File: src/source/vseq_pkg.sv
/* Vector sequencer definitions */

`default_nettype none

package vseq_pkg;

  ////////////////////////////////////////
  // Sizes
  ////////////////////////////////////////

  // Instruction IDs in flight
  localparam int unsigned NrVInsn    = 4;
  localparam int unsigned NrVRegs    = 32;
  localparam int unsigned NrUnits    = 3;
  // Per-unit queue capacity and its counter width
  localparam int unsigned QueueDepth = 2;
  localparam int unsigned CntWidth   = 2;

  typedef logic [1:0]         vid_t;
  typedef logic [4:0]         vreg_t;
  typedef logic [NrVInsn-1:0] vid_mask_t;

  ////////////////////////////////////////
  // Encodings
  ////////////////////////////////////////

  typedef enum logic [2:0] {
    OP_VADD   = 3'd0,
    OP_VMUL   = 3'd1,
    OP_VLOAD  = 3'd2,
    OP_VSTORE = 3'd3,
    // Scalar to vector move, no vector source
    OP_VMVVX  = 3'd4
  } vinsn_op_e;

  typedef enum logic [1:0] {
    UNIT_ALU   = 2'd0,
    UNIT_LOAD  = 2'd1,
    UNIT_STORE = 2'd2
  } unit_e;

  typedef enum logic {
    SEQ_IDLE = 1'b0,
    SEQ_HOLD = 1'b1
  } seq_state_e;

  // Target unit of an opcode
  function automatic unit_e op_unit(vinsn_op_e op);
    case (op)
      OP_VLOAD:  op_unit = UNIT_LOAD;
      OP_VSTORE: op_unit = UNIT_STORE;
      // Arithmetic and moves land in the ALU
      default:   op_unit = UNIT_ALU;
    endcase
  endfunction

endpackage

`default_nettype wire
File: src/source/vseq_top.sv
/* Vector instruction sequencer */

`timescale 1ns/100ps
`default_nettype none

module vseq_top (
  input  logic                                        clk_i,
  input  logic                                        rst_ni,
  // Dispatcher
  input  logic                                        req_valid_i,
  input  vseq_pkg::vinsn_op_e                         req_op_i,
  input  vseq_pkg::vreg_t                             req_vd_i,
  input  logic                                        req_use_vd_i,
  input  vseq_pkg::vreg_t                             req_vs1_i,
  input  logic                                        req_use_vs1_i,
  input  vseq_pkg::vreg_t                             req_vs2_i,
  input  logic                                        req_use_vs2_i,
  output logic                                        req_ready_o,
  // Units
  input  logic [vseq_pkg::NrUnits-1:0]                unit_ready_i,
  input  vseq_pkg::vid_mask_t [vseq_pkg::NrUnits-1:0] unit_done_i,
  output logic                                        issue_valid_o,
  output vseq_pkg::vid_t                              issue_id_o,
  output vseq_pkg::vinsn_op_e                         issue_op_o,
  output vseq_pkg::unit_e                             issue_unit_o,
  output vseq_pkg::vreg_t                             issue_vd_o,
  output vseq_pkg::vreg_t                             issue_vs1_o,
  output vseq_pkg::vreg_t                             issue_vs2_o,
  output vseq_pkg::vid_mask_t                         issue_hazard_o,
  output logic                                        idle_o
);

  logic                         accept;
  vseq_pkg::vid_t               accept_id;
  vseq_pkg::unit_e              accept_unit;
  vseq_pkg::vid_t               free_id;
  logic                         full;
  vseq_pkg::vid_mask_t          running;
  vseq_pkg::vid_mask_t          hazard;
  logic [vseq_pkg::NrUnits-1:0] unit_free;

  vid_tracker i_vid_tracker (
    .clk_i        (clk_i),
    .rst_ni       (rst_ni),
    .alloc_i      (accept),
    .alloc_id_i   (accept_id),
    .alloc_unit_i (accept_unit),
    .unit_done_i  (unit_done_i),
    .free_id_o    (free_id),
    .full_o       (full),
    .running_o    (running),
    .idle_o       (idle_o)
  );

  vreg_scoreboard i_vreg_scoreboard (
    .clk_i         (clk_i),
    .rst_ni        (rst_ni),
    .req_vd_i      (req_vd_i),
    .req_use_vd_i  (req_use_vd_i),
    .req_vs1_i     (req_vs1_i),
    .req_use_vs1_i (req_use_vs1_i),
    .req_vs2_i     (req_vs2_i),
    .req_use_vs2_i (req_use_vs2_i),
    .accept_i      (accept),
    .accept_id_i   (accept_id),
    .running_i     (running),
    .hazard_o      (hazard)
  );

  unit_occupancy i_unit_occupancy (
    .clk_i         (clk_i),
    .rst_ni        (rst_ni),
    .accept_i      (accept),
    .accept_unit_i (accept_unit),
    .unit_done_i   (unit_done_i),
    .unit_free_o   (unit_free)
  );

  issue_ctrl i_issue_ctrl (
    .clk_i          (clk_i),
    .rst_ni         (rst_ni),
    .req_valid_i    (req_valid_i),
    .req_op_i       (req_op_i),
    .req_vd_i       (req_vd_i),
    .req_vs1_i      (req_vs1_i),
    .req_vs2_i      (req_vs2_i),
    .req_ready_o    (req_ready_o),
    .unit_ready_i   (unit_ready_i),
    .free_id_i      (free_id),
    .full_i         (full),
    .hazard_i       (hazard),
    .unit_free_i    (unit_free),
    .accept_o       (accept),
    .accept_id_o    (accept_id),
    .accept_unit_o  (accept_unit),
    .issue_valid_o  (issue_valid_o),
    .issue_id_o     (issue_id_o),
    .issue_op_o     (issue_op_o),
    .issue_unit_o   (issue_unit_o),
    .issue_vd_o     (issue_vd_o),
    .issue_vs1_o    (issue_vs1_o),
    .issue_vs2_o    (issue_vs2_o),
    .issue_hazard_o (issue_hazard_o)
  );

endmodule

`default_nettype wire

File: src/source/issue_ctrl.sv
/* Issue control FSM */

`timescale 1ns/100ps
`default_nettype none

module issue_ctrl (
  input  logic                          clk_i,
  input  logic                          rst_ni,
  // Dispatcher request
  input  logic                          req_valid_i,
  input  vseq_pkg::vinsn_op_e           req_op_i,
  input  vseq_pkg::vreg_t               req_vd_i,
  input  vseq_pkg::vreg_t               req_vs1_i,
  input  vseq_pkg::vreg_t               req_vs2_i,
  output logic                          req_ready_o,
  // Status from the tracking blocks
  input  logic [vseq_pkg::NrUnits-1:0]  unit_ready_i,
  input  vseq_pkg::vid_t                free_id_i,
  input  logic                          full_i,
  input  vseq_pkg::vid_mask_t           hazard_i,
  input  logic [vseq_pkg::NrUnits-1:0]  unit_free_i,
  // Accept strobe to the tracking blocks
  output logic                          accept_o,
  output vseq_pkg::vid_t                accept_id_o,
  output vseq_pkg::unit_e               accept_unit_o,
  // Issue register
  output logic                          issue_valid_o,
  output vseq_pkg::vid_t                issue_id_o,
  output vseq_pkg::vinsn_op_e           issue_op_o,
  output vseq_pkg::unit_e               issue_unit_o,
  output vseq_pkg::vreg_t               issue_vd_o,
  output vseq_pkg::vreg_t               issue_vs1_o,
  output vseq_pkg::vreg_t               issue_vs2_o,
  output vseq_pkg::vid_mask_t           issue_hazard_o
);

  vseq_pkg::seq_state_e state_d, state_q;
  logic                 can_issue;
  logic                 issue_stall;

  ////////////////////////////////////////
  // Acceptance
  ////////////////////////////////////////

  assign accept_unit_o = vseq_pkg::op_unit(req_op_i);
  assign accept_id_o   = free_id_i;

  // Free ID, room in the unit, and no pending producer for a move
  assign can_issue = !full_i && unit_free_i[accept_unit_o] &&
                     !((req_op_i == vseq_pkg::OP_VMVVX) && (|hazard_i));

  // Held issue not yet taken by its unit
  assign issue_stall = (state_q == vseq_pkg::SEQ_HOLD) && !unit_ready_i[issue_unit_o];

  assign req_ready_o = can_issue && !issue_stall;
  assign accept_o    = req_valid_i && req_ready_o;

  ////////////////////////////////////////
  // FSM
  ////////////////////////////////////////

  always_comb begin
    state_d = state_q;
    case (state_q)
      vseq_pkg::SEQ_IDLE: begin
        if (accept_o) state_d = vseq_pkg::SEQ_HOLD;
      end
      vseq_pkg::SEQ_HOLD: begin
        // Consumed with nothing new behind it
        if (!issue_stall && !accept_o) state_d = vseq_pkg::SEQ_IDLE;
      end
      default: state_d = vseq_pkg::SEQ_IDLE;
    endcase
  end

  always_ff @(posedge clk_i or negedge rst_ni) begin
    if (!rst_ni) begin
      state_q <= vseq_pkg::SEQ_IDLE;
    end else begin
      state_q <= state_d;
    end
  end

  assign issue_valid_o = (state_q == vseq_pkg::SEQ_HOLD);

  // Issue payload, loaded only on accept
  always_ff @(posedge clk_i) begin
    if (accept_o) begin
      issue_id_o     <= free_id_i;
      issue_op_o     <= req_op_i;
      issue_unit_o   <= accept_unit_o;
      issue_vd_o     <= req_vd_i;
      issue_vs1_o    <= req_vs1_i;
      issue_vs2_o    <= req_vs2_i;
      issue_hazard_o <= hazard_i;
    end
  end

endmodule

`default_nettype wire

File: src/source/unit_occupancy.sv
/* Unit occupancy counters */

`timescale 1ns/100ps
`default_nettype none

module unit_occupancy (
  input  logic                                        clk_i,
  input  logic                                        rst_ni,
  input  logic                                        accept_i,
  input  vseq_pkg::unit_e                             accept_unit_i,
  input  vseq_pkg::vid_mask_t [vseq_pkg::NrUnits-1:0] unit_done_i,
  output logic [vseq_pkg::NrUnits-1:0]                unit_free_o
);

  for (genvar u = 0; u < vseq_pkg::NrUnits; u++) begin : gen_unit_cnt
    logic [vseq_pkg::CntWidth-1:0] cnt_q;
    logic                          cnt_up, cnt_down;

    assign cnt_up   = accept_i && (accept_unit_i == vseq_pkg::unit_e'(u));
    // At most one completion per unit per cycle
    assign cnt_down = |unit_done_i[u];

    // Up and down together cancel out
    always_ff @(posedge clk_i or negedge rst_ni) begin
      if (!rst_ni) begin
        cnt_q <= '0;
      end else if (cnt_up && !cnt_down) begin
        cnt_q <= cnt_q + 1'b1;
      end else if (cnt_down && !cnt_up) begin
        cnt_q <= cnt_q - 1'b1;
      end
    end

    // Room left in the unit queue
    assign unit_free_o[u] = cnt_q < vseq_pkg::CntWidth'(vseq_pkg::QueueDepth);
  end

endmodule

`default_nettype wire

File: src/source/vreg_scoreboard.sv
/* Vector register scoreboard */

`timescale 1ns/100ps
`default_nettype none

module vreg_scoreboard (
  input  logic                clk_i,
  input  logic                rst_ni,
  // Request under inspection
  input  vseq_pkg::vreg_t     req_vd_i,
  input  logic                req_use_vd_i,
  input  vseq_pkg::vreg_t     req_vs1_i,
  input  logic                req_use_vs1_i,
  input  vseq_pkg::vreg_t     req_vs2_i,
  input  logic                req_use_vs2_i,
  // Accepted request and its ID
  input  logic                accept_i,
  input  vseq_pkg::vid_t      accept_id_i,
  input  vseq_pkg::vid_mask_t running_i,
  output vseq_pkg::vid_mask_t hazard_o
);

  // Last writer and last reader of each register
  vseq_pkg::vid_t                  wr_vid_q [vseq_pkg::NrVRegs];
  vseq_pkg::vid_t                  rd_vid_q [vseq_pkg::NrVRegs];
  logic [vseq_pkg::NrVRegs-1:0]    wr_valid_q, rd_valid_q;
  // Entries whose instruction is still running
  logic [vseq_pkg::NrVRegs-1:0]    wr_live, rd_live;

  always_comb begin
    for (int r = 0; r < vseq_pkg::NrVRegs; r++) begin
      wr_live[r] = wr_valid_q[r] & running_i[wr_vid_q[r]];
      rd_live[r] = rd_valid_q[r] & running_i[rd_vid_q[r]];
    end
  end

  ////////////////////////////////////////
  // Hazard mask
  ////////////////////////////////////////

  always_comb begin
    hazard_o = '0;
    // RAW on the sources
    if (req_use_vs1_i && wr_live[req_vs1_i]) begin
      hazard_o[wr_vid_q[req_vs1_i]] = 1'b1;
    end
    if (req_use_vs2_i && wr_live[req_vs2_i]) begin
      hazard_o[wr_vid_q[req_vs2_i]] = 1'b1;
    end
    if (req_use_vd_i) begin
      // WAR against the last reader
      if (rd_live[req_vd_i]) begin
        hazard_o[rd_vid_q[req_vd_i]] = 1'b1;
      end
      // WAW against the last writer
      if (wr_live[req_vd_i]) begin
        hazard_o[wr_vid_q[req_vd_i]] = 1'b1;
      end
    end
  end

  ////////////////////////////////////////
  // List update
  ////////////////////////////////////////

  always_ff @(posedge clk_i or negedge rst_ni) begin
    if (!rst_ni) begin
      wr_valid_q <= '0;
      rd_valid_q <= '0;
    end else begin
      // Retired IDs drop out before a reused ID can match again
      wr_valid_q <= wr_live;
      rd_valid_q <= rd_live;
      if (accept_i && req_use_vd_i)  wr_valid_q[req_vd_i]  <= 1'b1;
      if (accept_i && req_use_vs1_i) rd_valid_q[req_vs1_i] <= 1'b1;
      if (accept_i && req_use_vs2_i) rd_valid_q[req_vs2_i] <= 1'b1;
    end
  end

  // IDs only matter while the valid bit is set
  always_ff @(posedge clk_i) begin
    if (accept_i && req_use_vd_i)  wr_vid_q[req_vd_i]  <= accept_id_i;
    if (accept_i && req_use_vs1_i) rd_vid_q[req_vs1_i] <= accept_id_i;
    if (accept_i && req_use_vs2_i) rd_vid_q[req_vs2_i] <= accept_id_i;
  end

endmodule

`default_nettype wire

File: src/source/vid_tracker.sv
/* Instruction ID tracker */

`timescale 1ns/100ps
`default_nettype none

module vid_tracker (
  input  logic                                     clk_i,
  input  logic                                     rst_ni,
  // Allocation of a new ID on accept
  input  logic                                     alloc_i,
  input  vseq_pkg::vid_t                           alloc_id_i,
  input  vseq_pkg::unit_e                          alloc_unit_i,
  // Completion pulses per unit
  input  vseq_pkg::vid_mask_t [vseq_pkg::NrUnits-1:0] unit_done_i,
  output vseq_pkg::vid_t                           free_id_o,
  output logic                                     full_o,
  output vseq_pkg::vid_mask_t                      running_o,
  output logic                                     idle_o
);

  // One running bit per unit per ID
  vseq_pkg::vid_mask_t [vseq_pkg::NrUnits-1:0] table_d, table_q;

  ////////////////////////////////////////
  // Table update
  ////////////////////////////////////////

  always_comb begin
    for (int u = 0; u < vseq_pkg::NrUnits; u++) begin
      // Completions clear first
      table_d[u] = table_q[u] & ~unit_done_i[u];
      // New instruction marked in its unit
      if (alloc_i && (alloc_unit_i == vseq_pkg::unit_e'(u))) begin
        table_d[u][alloc_id_i] = 1'b1;
      end
    end
  end

  always_ff @(posedge clk_i or negedge rst_ni) begin
    if (!rst_ni) begin
      table_q <= '0;
    end else begin
      table_q <= table_d;
    end
  end

  ////////////////////////////////////////
  // Flags and free ID search
  ////////////////////////////////////////

  always_comb begin
    running_o = '0;
    for (int u = 0; u < vseq_pkg::NrUnits; u++) begin
      running_o |= table_q[u];
    end
  end

  // Scan from the top so the lowest clear ID wins
  always_comb begin
    free_id_o = '0;
    for (int i = vseq_pkg::NrVInsn - 1; i >= 0; i--) begin
      if (!running_o[i]) begin
        free_id_o = vseq_pkg::vid_t'(i);
      end
    end
  end

  assign full_o = &running_o;
  assign idle_o = ~|running_o;

endmodule

`default_nettype wire

File: config.mk
export PLATFORM = sky130hd
export DESIGN_NAME = vseq_top
export DESIGN_NICKNAME = d
export VERILOG_FILES = /design/src/source/vseq_pkg.sv /design/src/source/vseq_top.sv /design/src/source/issue_ctrl.sv /design/src/source/unit_occupancy.sv /design/src/source/vreg_scoreboard.sv /design/src/source/vid_tracker.sv
export SDC_FILE = /design/constraint.sdc
export NUM_CORES = 1
export LEC_CHECK = 0
export BUFFER_PORTS_ARGS = -buffer_cell sky130_fd_sc_hd__buf_2
export CAP_MARGIN = 15
export CORE_UTILIZATION = 40
export CTS_BUF_LIST = sky130_fd_sc_hd__clkbuf_8
export DETAILED_ROUTE_END_ITERATION = 6
export HOLD_SLACK_MARGIN = 0.12
export PLACE_DENSITY_LB_ADDON = 0.2
export SYNTH_ARGS = -nofsm -noshare
export SYNTH_HDL_FRONTEND = slang
export SYNTH_SLANG_ARGS = --single-unit
export TNS_END_PERCENT = 100
File: constraint.sdc
create_clock -name clk_i -period 4.9 [get_ports clk_i]
set_clock_uncertainty 0.2 [all_clocks]
set_input_delay 0.98 -clock clk_i [delete_from_list [all_inputs] [get_ports clk_i]]
set_output_delay 0.98 -clock clk_i [all_outputs]
set_load 0.01 [all_outputs]
# Word-level counts from Yosys, hierarchy flattened
# Memory sizes are Yosys's and may differ from the RTL's.
# Cells that the tools add are included.
# Widths: inputs -> output; s select.
# word_totals
register_bits	109
mem_bits_rw	128
input_bits	39
out_inout_bits	29
n_memories	2
# memory_table
memory	depth	width	rd	rd_ports_with_merged_regs	wr	line_no	text
i_vreg_scoreboard.rd_vid_q	32	2	33	0	2	vreg_scoreboard.sv:25	vseq_pkg::vid_t rd_vid_q [vseq_pkg::NrVRegs];
i_vreg_scoreboard.wr_vid_q	32	2	35	0	1	vreg_scoreboard.sv:24	vseq_pkg::vid_t wr_vid_q [vseq_pkg::NrVRegs];
# op_classes
addsub	6
magnitude_cmp	85
eq_ne	5
n_mux	188
n_bitwise	82
n_reduce_logical	51
# op_table
op	count
$lt 2x3->1 const B	71
$bmux 1 s2	66
$mux 32	3
$or 32x32->32	3
$mux 1	86
$and 1x1->1	64
$mux 4	9
$or 4x4->4	8
$logic_and 1x1->1	29
$bmux 1 s5	4
$mux 2	10
$reduce_or 4->1	5
$lt 5x6->1 const B	3
$demux 1 s5	3
$ge 5x1->1 const B	3
$and 4x4->4	3
$logic_not 1->1	12
$not 4->4	3
$demux 1 s2	5
$ge 2x1->1 const B	5
$add 2x1->2 const B	3
$eq 3x2->1 const B	2
$lt 2x2->1 const B	3
$reduce_bool 2->1	3
9 further kinds	11

# Depth between registers and ports, before layout
# depth
word_depth	28
mapped_depth	21
mapped_depth_nobuf	14

# Modules after synthesis
# Synthesis repeated with hierarchy kept, for this count alone.
# hier_totals
hier_cells	1210
hier_area_um2	14400.1
# by_module_without_submodules
module	instances	cells_per_inst	area_each_um2	seq_area_each_um2
vreg_scoreboard	1	1078	12555.8	5445.2
issue_ctrl	1	45	940.9	805.8
vid_tracker	1	56	571.8	300.3
unit_occupancy	1	31	331.6	150.1

# Least setup slack after synthesis
# Ideal clock, no wire load.
# synth_timing
path_type	in2reg
start	in req_vd_i[1]
end	reg i_issue_ctrl.issue_hazard_o[0], enable pin
setup_ns	0.409
arrival_ns	4.562
slack_ns	-0.271
cell_stages	15
n_path_buf	8
path_cell_list	buf_2 buf_2 buf_2 buf_2 buf_2 nand2_1 a21oi_1 nor4_1 a22oi_1 nand4_1 o21a_1 buf_6 buf_6 buf_2 nor2_1
# synth_via
elab_chain_cells	17
word_cells_on_any_way	28
classes_between	order compare (4); mux (12); bitwise (2); reduce/logical (8); memory (2)
# synth_rtl
item	line_no	text
from (decl)	vseq_top.sv:12	input vseq_pkg::vreg_t req_vd_i,
$mem_v2 32x2	n/a	
$lt 2x3->1 (implied by the code) or $ge 2x1->1 (tied branches)	vreg_scoreboard.sv:53	hazard_o[rd_vid_q[req_vd_i]] = 1'b1;
$logic_and 1x1->1 (implied by the code)	vreg_scoreboard.sv:53	
$mux 1 (implied by the code)	vreg_scoreboard.sv:53	
$demux 1 s2	n/a	
$or 4x4->4 (no line)	n/a	
$mux 4	vreg_scoreboard.sv:52	if (rd_live[req_vd_i]) begin
$mux 4	vreg_scoreboard.sv:50	if (req_use_vd_i) begin
[... 2 more ...]	n/a	
$mux 4 (*)	vreg_scoreboard.sv:50	
$reduce_or 4->1 (*)	issue_ctrl.sv:50	!((req_op_i == vseq_pkg::OP_VMVVX) && (|hazard_i));
$logic_and 1x1->1 (*)	issue_ctrl.sv:50	
$logic_not 1->1 (*)	issue_ctrl.sv:50	
$logic_and 1x1->1 (*)	issue_ctrl.sv:49	assign can_issue = !full_i && unit_free_i[accept_unit_o] &&
$logic_and 1x1->1 (*)	issue_ctrl.sv:55	assign req_ready_o = can_issue && !issue_stall;
$logic_and 1x1->1 (*)	issue_ctrl.sv:56	assign accept_o = req_valid_i && req_ready_o;
named net accept	vseq_top.sv:33	logic accept;
to (signal assigned)	issue_ctrl.sv:95	issue_hazard_o <= hazard_i;
to (decl)	issue_ctrl.sv:34	output vseq_pkg::vid_mask_t issue_hazard_o
# Mark *: on every way through the listed nets, which the timed path passes. The rest lies on a longest branch. The select of a mux whose other input is x is not followed.
# A chain may end at the register's enable or synchronous reset.

# Worst setup path in the final report
# layout_timing
start	reg i_vid_tracker.table_q[0] in the netlist's numbering
end	out req_ready_o
# layout_via
elab_chain_cells	22
word_cells_on_any_way	221
classes_between	mux (142); bitwise (69); reduce/logical (10)
# layout_rtl
item	line_no	text
from (decl)	vid_tracker.sv:22	vseq_pkg::vid_mask_t [vseq_pkg::NrUnits-1:0] table_d, table_q;
from (signal assigned)	vid_tracker.sv:43	table_q <= table_d;
$or 4x4->4 (*) (2 in series)	vid_tracker.sv:54	running_o |= table_q[u];
$bmux 1 s2	vreg_scoreboard.sv:32	wr_live[r] = wr_valid_q[r] & running_i[wr_vid_q[r]];
$mux 1 (implied by the code)	vreg_scoreboard.sv:32	
$and 1x1->1	vreg_scoreboard.sv:32	
$bmux 1 s5	vreg_scoreboard.sv:44	if (req_use_vs1_i && wr_live[req_vs1_i]) begin
$mux 1 (implied by the code)	vreg_scoreboard.sv:44	
$logic_and 1x1->1	vreg_scoreboard.sv:44	
$mux 4	vreg_scoreboard.sv:44	
[... 5 more ...]	n/a	
$or 4x4->4 (no line)	n/a	
$mux 4	vreg_scoreboard.sv:56	if (wr_live[req_vd_i]) begin
$mux 4	vreg_scoreboard.sv:50	
$reduce_or 4->1	issue_ctrl.sv:50	
$logic_and 1x1->1	issue_ctrl.sv:50	
$logic_not 1->1	issue_ctrl.sv:50	
$logic_and 1x1->1 (*)	issue_ctrl.sv:49	
$logic_and 1x1->1 (*)	issue_ctrl.sv:55	
to (decl)	vseq_top.sv:18	output logic req_ready_o,
# Every way passes the cells marked *; elsewhere a longest branch is shown, timed or not. The select of a mux whose other input is x is not followed.

==> results_dict.tcl <==
set metrics [dict create \
    status "finished, violations left" \
    violations "design-rule violations, negative setup slack" \
    io_pins 68 \
    start_util_pct 40.5 \
    finalCriticalPeriod_ns 5.23 \
    hold_class "flop to flop" \
    rsz0062_at_grt "true" \
    ir_worst_vdd_uv 208 \
    cp-end-kind "primary output" \
    maxCapViolations 0 \
    leakagePower_nw 8.16 \
    cts_buffers 42 \
    synthMuxAreaShare_pct 11.5 \
    clk_latency_ns 0.63 \
    chipHeight_um 203 \
    dr.pass1.iters 7 \
    p_switching_mw 2.42 \
    synthesis.area_um2 16100 \
    reg2reg_depth 27 \
    cp_max_fo 10 \
    postRouteAntennaNets 0 \
    grt_pass1_vias 17000 \
    slew_viol_final 0 \
    synth_top_family_by_area "simple AND/OR/NAND/NOR gates" \
    path_class "flop to primary output" \
    grt_pass1_wl_um 125000 \
    initialDrtViolationCount 2548 \
    ys_top_cells_by_count "154 x edfxtp_1, 140 x nand2_1, 97 x nor2_1, 83 x dfrtp_1" \
    pwr-share-seq_pct 38.0 \
    clockBufferDepth 3 \
    areaGrowthSynthToFinish_pct 31.7 \
    wl_per_cell_um 34.6 \
    final_nets 2045 \
    cts_tree "done" \
    async_reset_ff_share_pct 35.0 \
    synth_warnings 0 \
    wl_um 88700 \
    layout-drive-gt1-share_pct 34.9 \
    dp.cells 2446 \
    finalNonFillerCells 2564 \
    syn_avg_cell_area_um2 10.1 \
    synthTopCellsByArea "edfxtp_1 29%, dfrtp_1 13%, mux4_2 6.7%" \
    intPower_mw 3.94 \
    htree_levels 2 \
    setup-tns-final_ns -0.461 \
    whs_ns 0.267 \
    switching_share_pct 38.1 \
    dp_hpwl_um 67600 \
    coreArea_um2 39700 \
    crit_path_start_kind "flop" \
    required_ns 3.72 \
    syn_nets 1641 \
    min_period_over_period_pct 107 \
    antenna_found_initial 2 \
    gp_congestion 1.06 \
    yosysTopAreaCellShare_pct 28.8 \
    synthAdderAreaFrac_pct 0.233 \
    synth_edf_count 154 \
    synth_top_area_cell "edfxtp_1" \
    clock-sinks 237 \
    p_comb_share_pct 35.0 \
    grt_use_total_pct 43.3 \
    synth_cell_types 85 \
    dpl-instance-area_um2 19700 \
    setup_viol 3 \
    synth_compound_area_share_pct 19.7 \
    postLayoutCellArea_um2 21200 \
    power.density_nw_per_um2 300 \
    synth_cells 1599 \
    synth-xor-area-share_pct 0.490 \
    final_hold_viol_count 0 \
    drc_errors 2 \
    cts.reportedPaths.clkPinSlew_ns 0.06 \
    grt-ovfl-total 0 \
    yosys.area_share.simple_pct 21.1 \
    die_width_um 203 \
    ys_ff_latch 237 \
    synth.most_common_cell "edfxtp_1" \
    root_buffer "clkbuf_8" \
    die_area_um2 41000 \
    std_cell_rows 73 \
    max-slew-margin-rel_pct 32.2 \
    vias_per_cell 6.84 \
    cp.arrival_ns 4.05 \
    hold_depth 1 \
    ys.flop_type "edfxtp_1" \
    power_mw 6.36 \
    max_freq_ghz 0.191 \
    clkPwrFrac_pct 27.0 \
    layout_setup_ws_ns -0.333 \
    num_vias 17500 \
    worst_pin_slew_ns 1.01 \
    grt_max_degree 101 \
    synth-seq-area-share_pct 41.7 \
    port_buffers 67 \
]
==> layout by cell type (no fill, tap or decap), types with 25 or more instances in the layout <==
cell type and instances:
dfrtp_1 78, nor3_1 66, a211oi_1 33, nand2_1 134, mux2i_1 74, inv_1 65
o41ai_1 31, nor2_1 94, clkbuf_8 43, o21ai_0 38, nor4_2 26, nand3_1 51
o22ai_1 51, buf_2 64, buf_4 403, edfxtp_1 154, buf_12 25, mux4_2 48
nor4_1 52, a22oi_1 26, a21oi_1 38, nand4_1 27
==> worst max-delay path: stages (launching register included) <==
cell and delay (ns):
dfrtp_1 0.40, nor3_4 0.07, buf_12 0.15, buf_4 0.16, buf_12 0.14, a2111oi_1 0.51
nor4_1 0.09, buf_4 0.18, buf_4 0.14, a311oi_2 0.35, o2111ai_2 0.18, nor4_2 0.19
buf_4 0.21, a22oi_2 0.10, nand4_1 0.20, o21a_4 0.17, nor2_4 0.06, buf_6 0.12
==> routing by layer <==
metal	up-vias	GRT usage (%)	wire length [um]
met5	-	0	14
met4	2	19.9	4940
met3	276	11.9	10700
met2	1346	63.5	37300
met1	8651	59.2	35700
li1	7266	-	-
==> area by class of cell <==
| class | instances | area (um2) |
|---|---|---|
| Multi-Input combinational cell | 1173 | 8920 |
| Fill cell | 3608 | 18500 |
| Timing Repair Buffer | 499 | 3950 |
| Sequential cell | 237 | 6710 |
| Inverter | 50 | 188 |
| Clock buffer | 43 | 592 |
| Tap cell | 525 | 657 |
| Clock inverter | 35 | 166 |
| Antenna cell | 2 | 5.00 |
==> flip-flops by register name (all words and copies together) (netlist names) <==
signal / flops
i_issue_ctrl.issue_id_o: 2
i_vreg_scoreboard.rd_vid_q: 64
i_vid_tracker.table_q: 12
i_issue_ctrl.issue_vs2_o: 5
i_issue_ctrl.issue_vs1_o: 5
i_unit_occupancy.gen_unit_cnt.cnt_q: 6
i_issue_ctrl.issue_valid_o: 1
i_issue_ctrl.issue_op_o: 3
i_issue_ctrl.issue_hazard_o: 4
i_vreg_scoreboard.wr_valid_q: 32
i_vreg_scoreboard.rd_valid_q: 32
i_issue_ctrl.issue_vd_o: 5
i_issue_ctrl.issue_unit_o: 2
i_vreg_scoreboard.wr_vid_q: 64
==> final timing paths <==
check	from	slack, ns	endpoint
min reg2reg	i_unit_occupancy.gen_unit_cnt[0].cnt_q[1]	0.27	i_unit_occupancy.gen_unit_cnt[0].cnt_q[1]
min	i_unit_occupancy.gen_unit_cnt[0].cnt_q[1]	0.27	i_unit_occupancy.gen_unit_cnt[0].cnt_q[1]
max	i_vid_tracker.table_q[0]	-0.33	req_ready_o
max reg2reg	i_vid_tracker.table_q[0]	-0.08	i_issue_ctrl.issue_hazard_o[1]
min in group asynchronous	rst_ni	0.63	i_vreg_scoreboard.wr_valid_q[6]
max in group asynchronous	rst_ni	2.97	i_vreg_scoreboard.wr_valid_q[18]
==> power groups by stage <==
stage,combinational [mW],clock [mW],sequential (mW)
CTS,2.14,1.74,2.42
global placement,2.02,0,2.45
global route,2.30,1.83,2.43
floorplan,0.939,0,2.47
finish,2.23,1.72,2.42
detailed placement,2.02,0,2.46
==> logic make-up (layout without fill, tap and decap cells) <==
| kind of cell | count (synthesis) | count (layout) |
|---|---|---|
| XOR/XNOR | 9 | 9 |
| multiplexers | 124 | 124 |
| adder cells (fa/ha/maj) | 3 | 3 |
| buffers and inverters | 189 | 627 |
| AO/OA/AOI/OAI | 419 | 419 |
| AND/OR/NAND/NOR | 618 | 618 |
| flip-flops | 237 | 237 |
| other | 0 | 2 |
==> through the flow <==
step	utilization, %	setup WS [ns]
after global routing	53.3	-0.485
after detailed placement	49.6	-0.531
after floorplan	-	0.107
after global placement	49.6	-0.544
after CTS	53.0	-0.158
final	53.3	-0.333
==> what timing repair did <==
action | in CTS | in global routing
resized for setup | 74 | 12
endpoints found under the setup margin | 100 | 3
pin swaps | 23 | 17
hold endpoints to repair | 28 | 0
buffers inserted | 29 | 8
hold buffers | 1 | 0
cloned | 1 | 0
(Power assumes the default switching activity.)
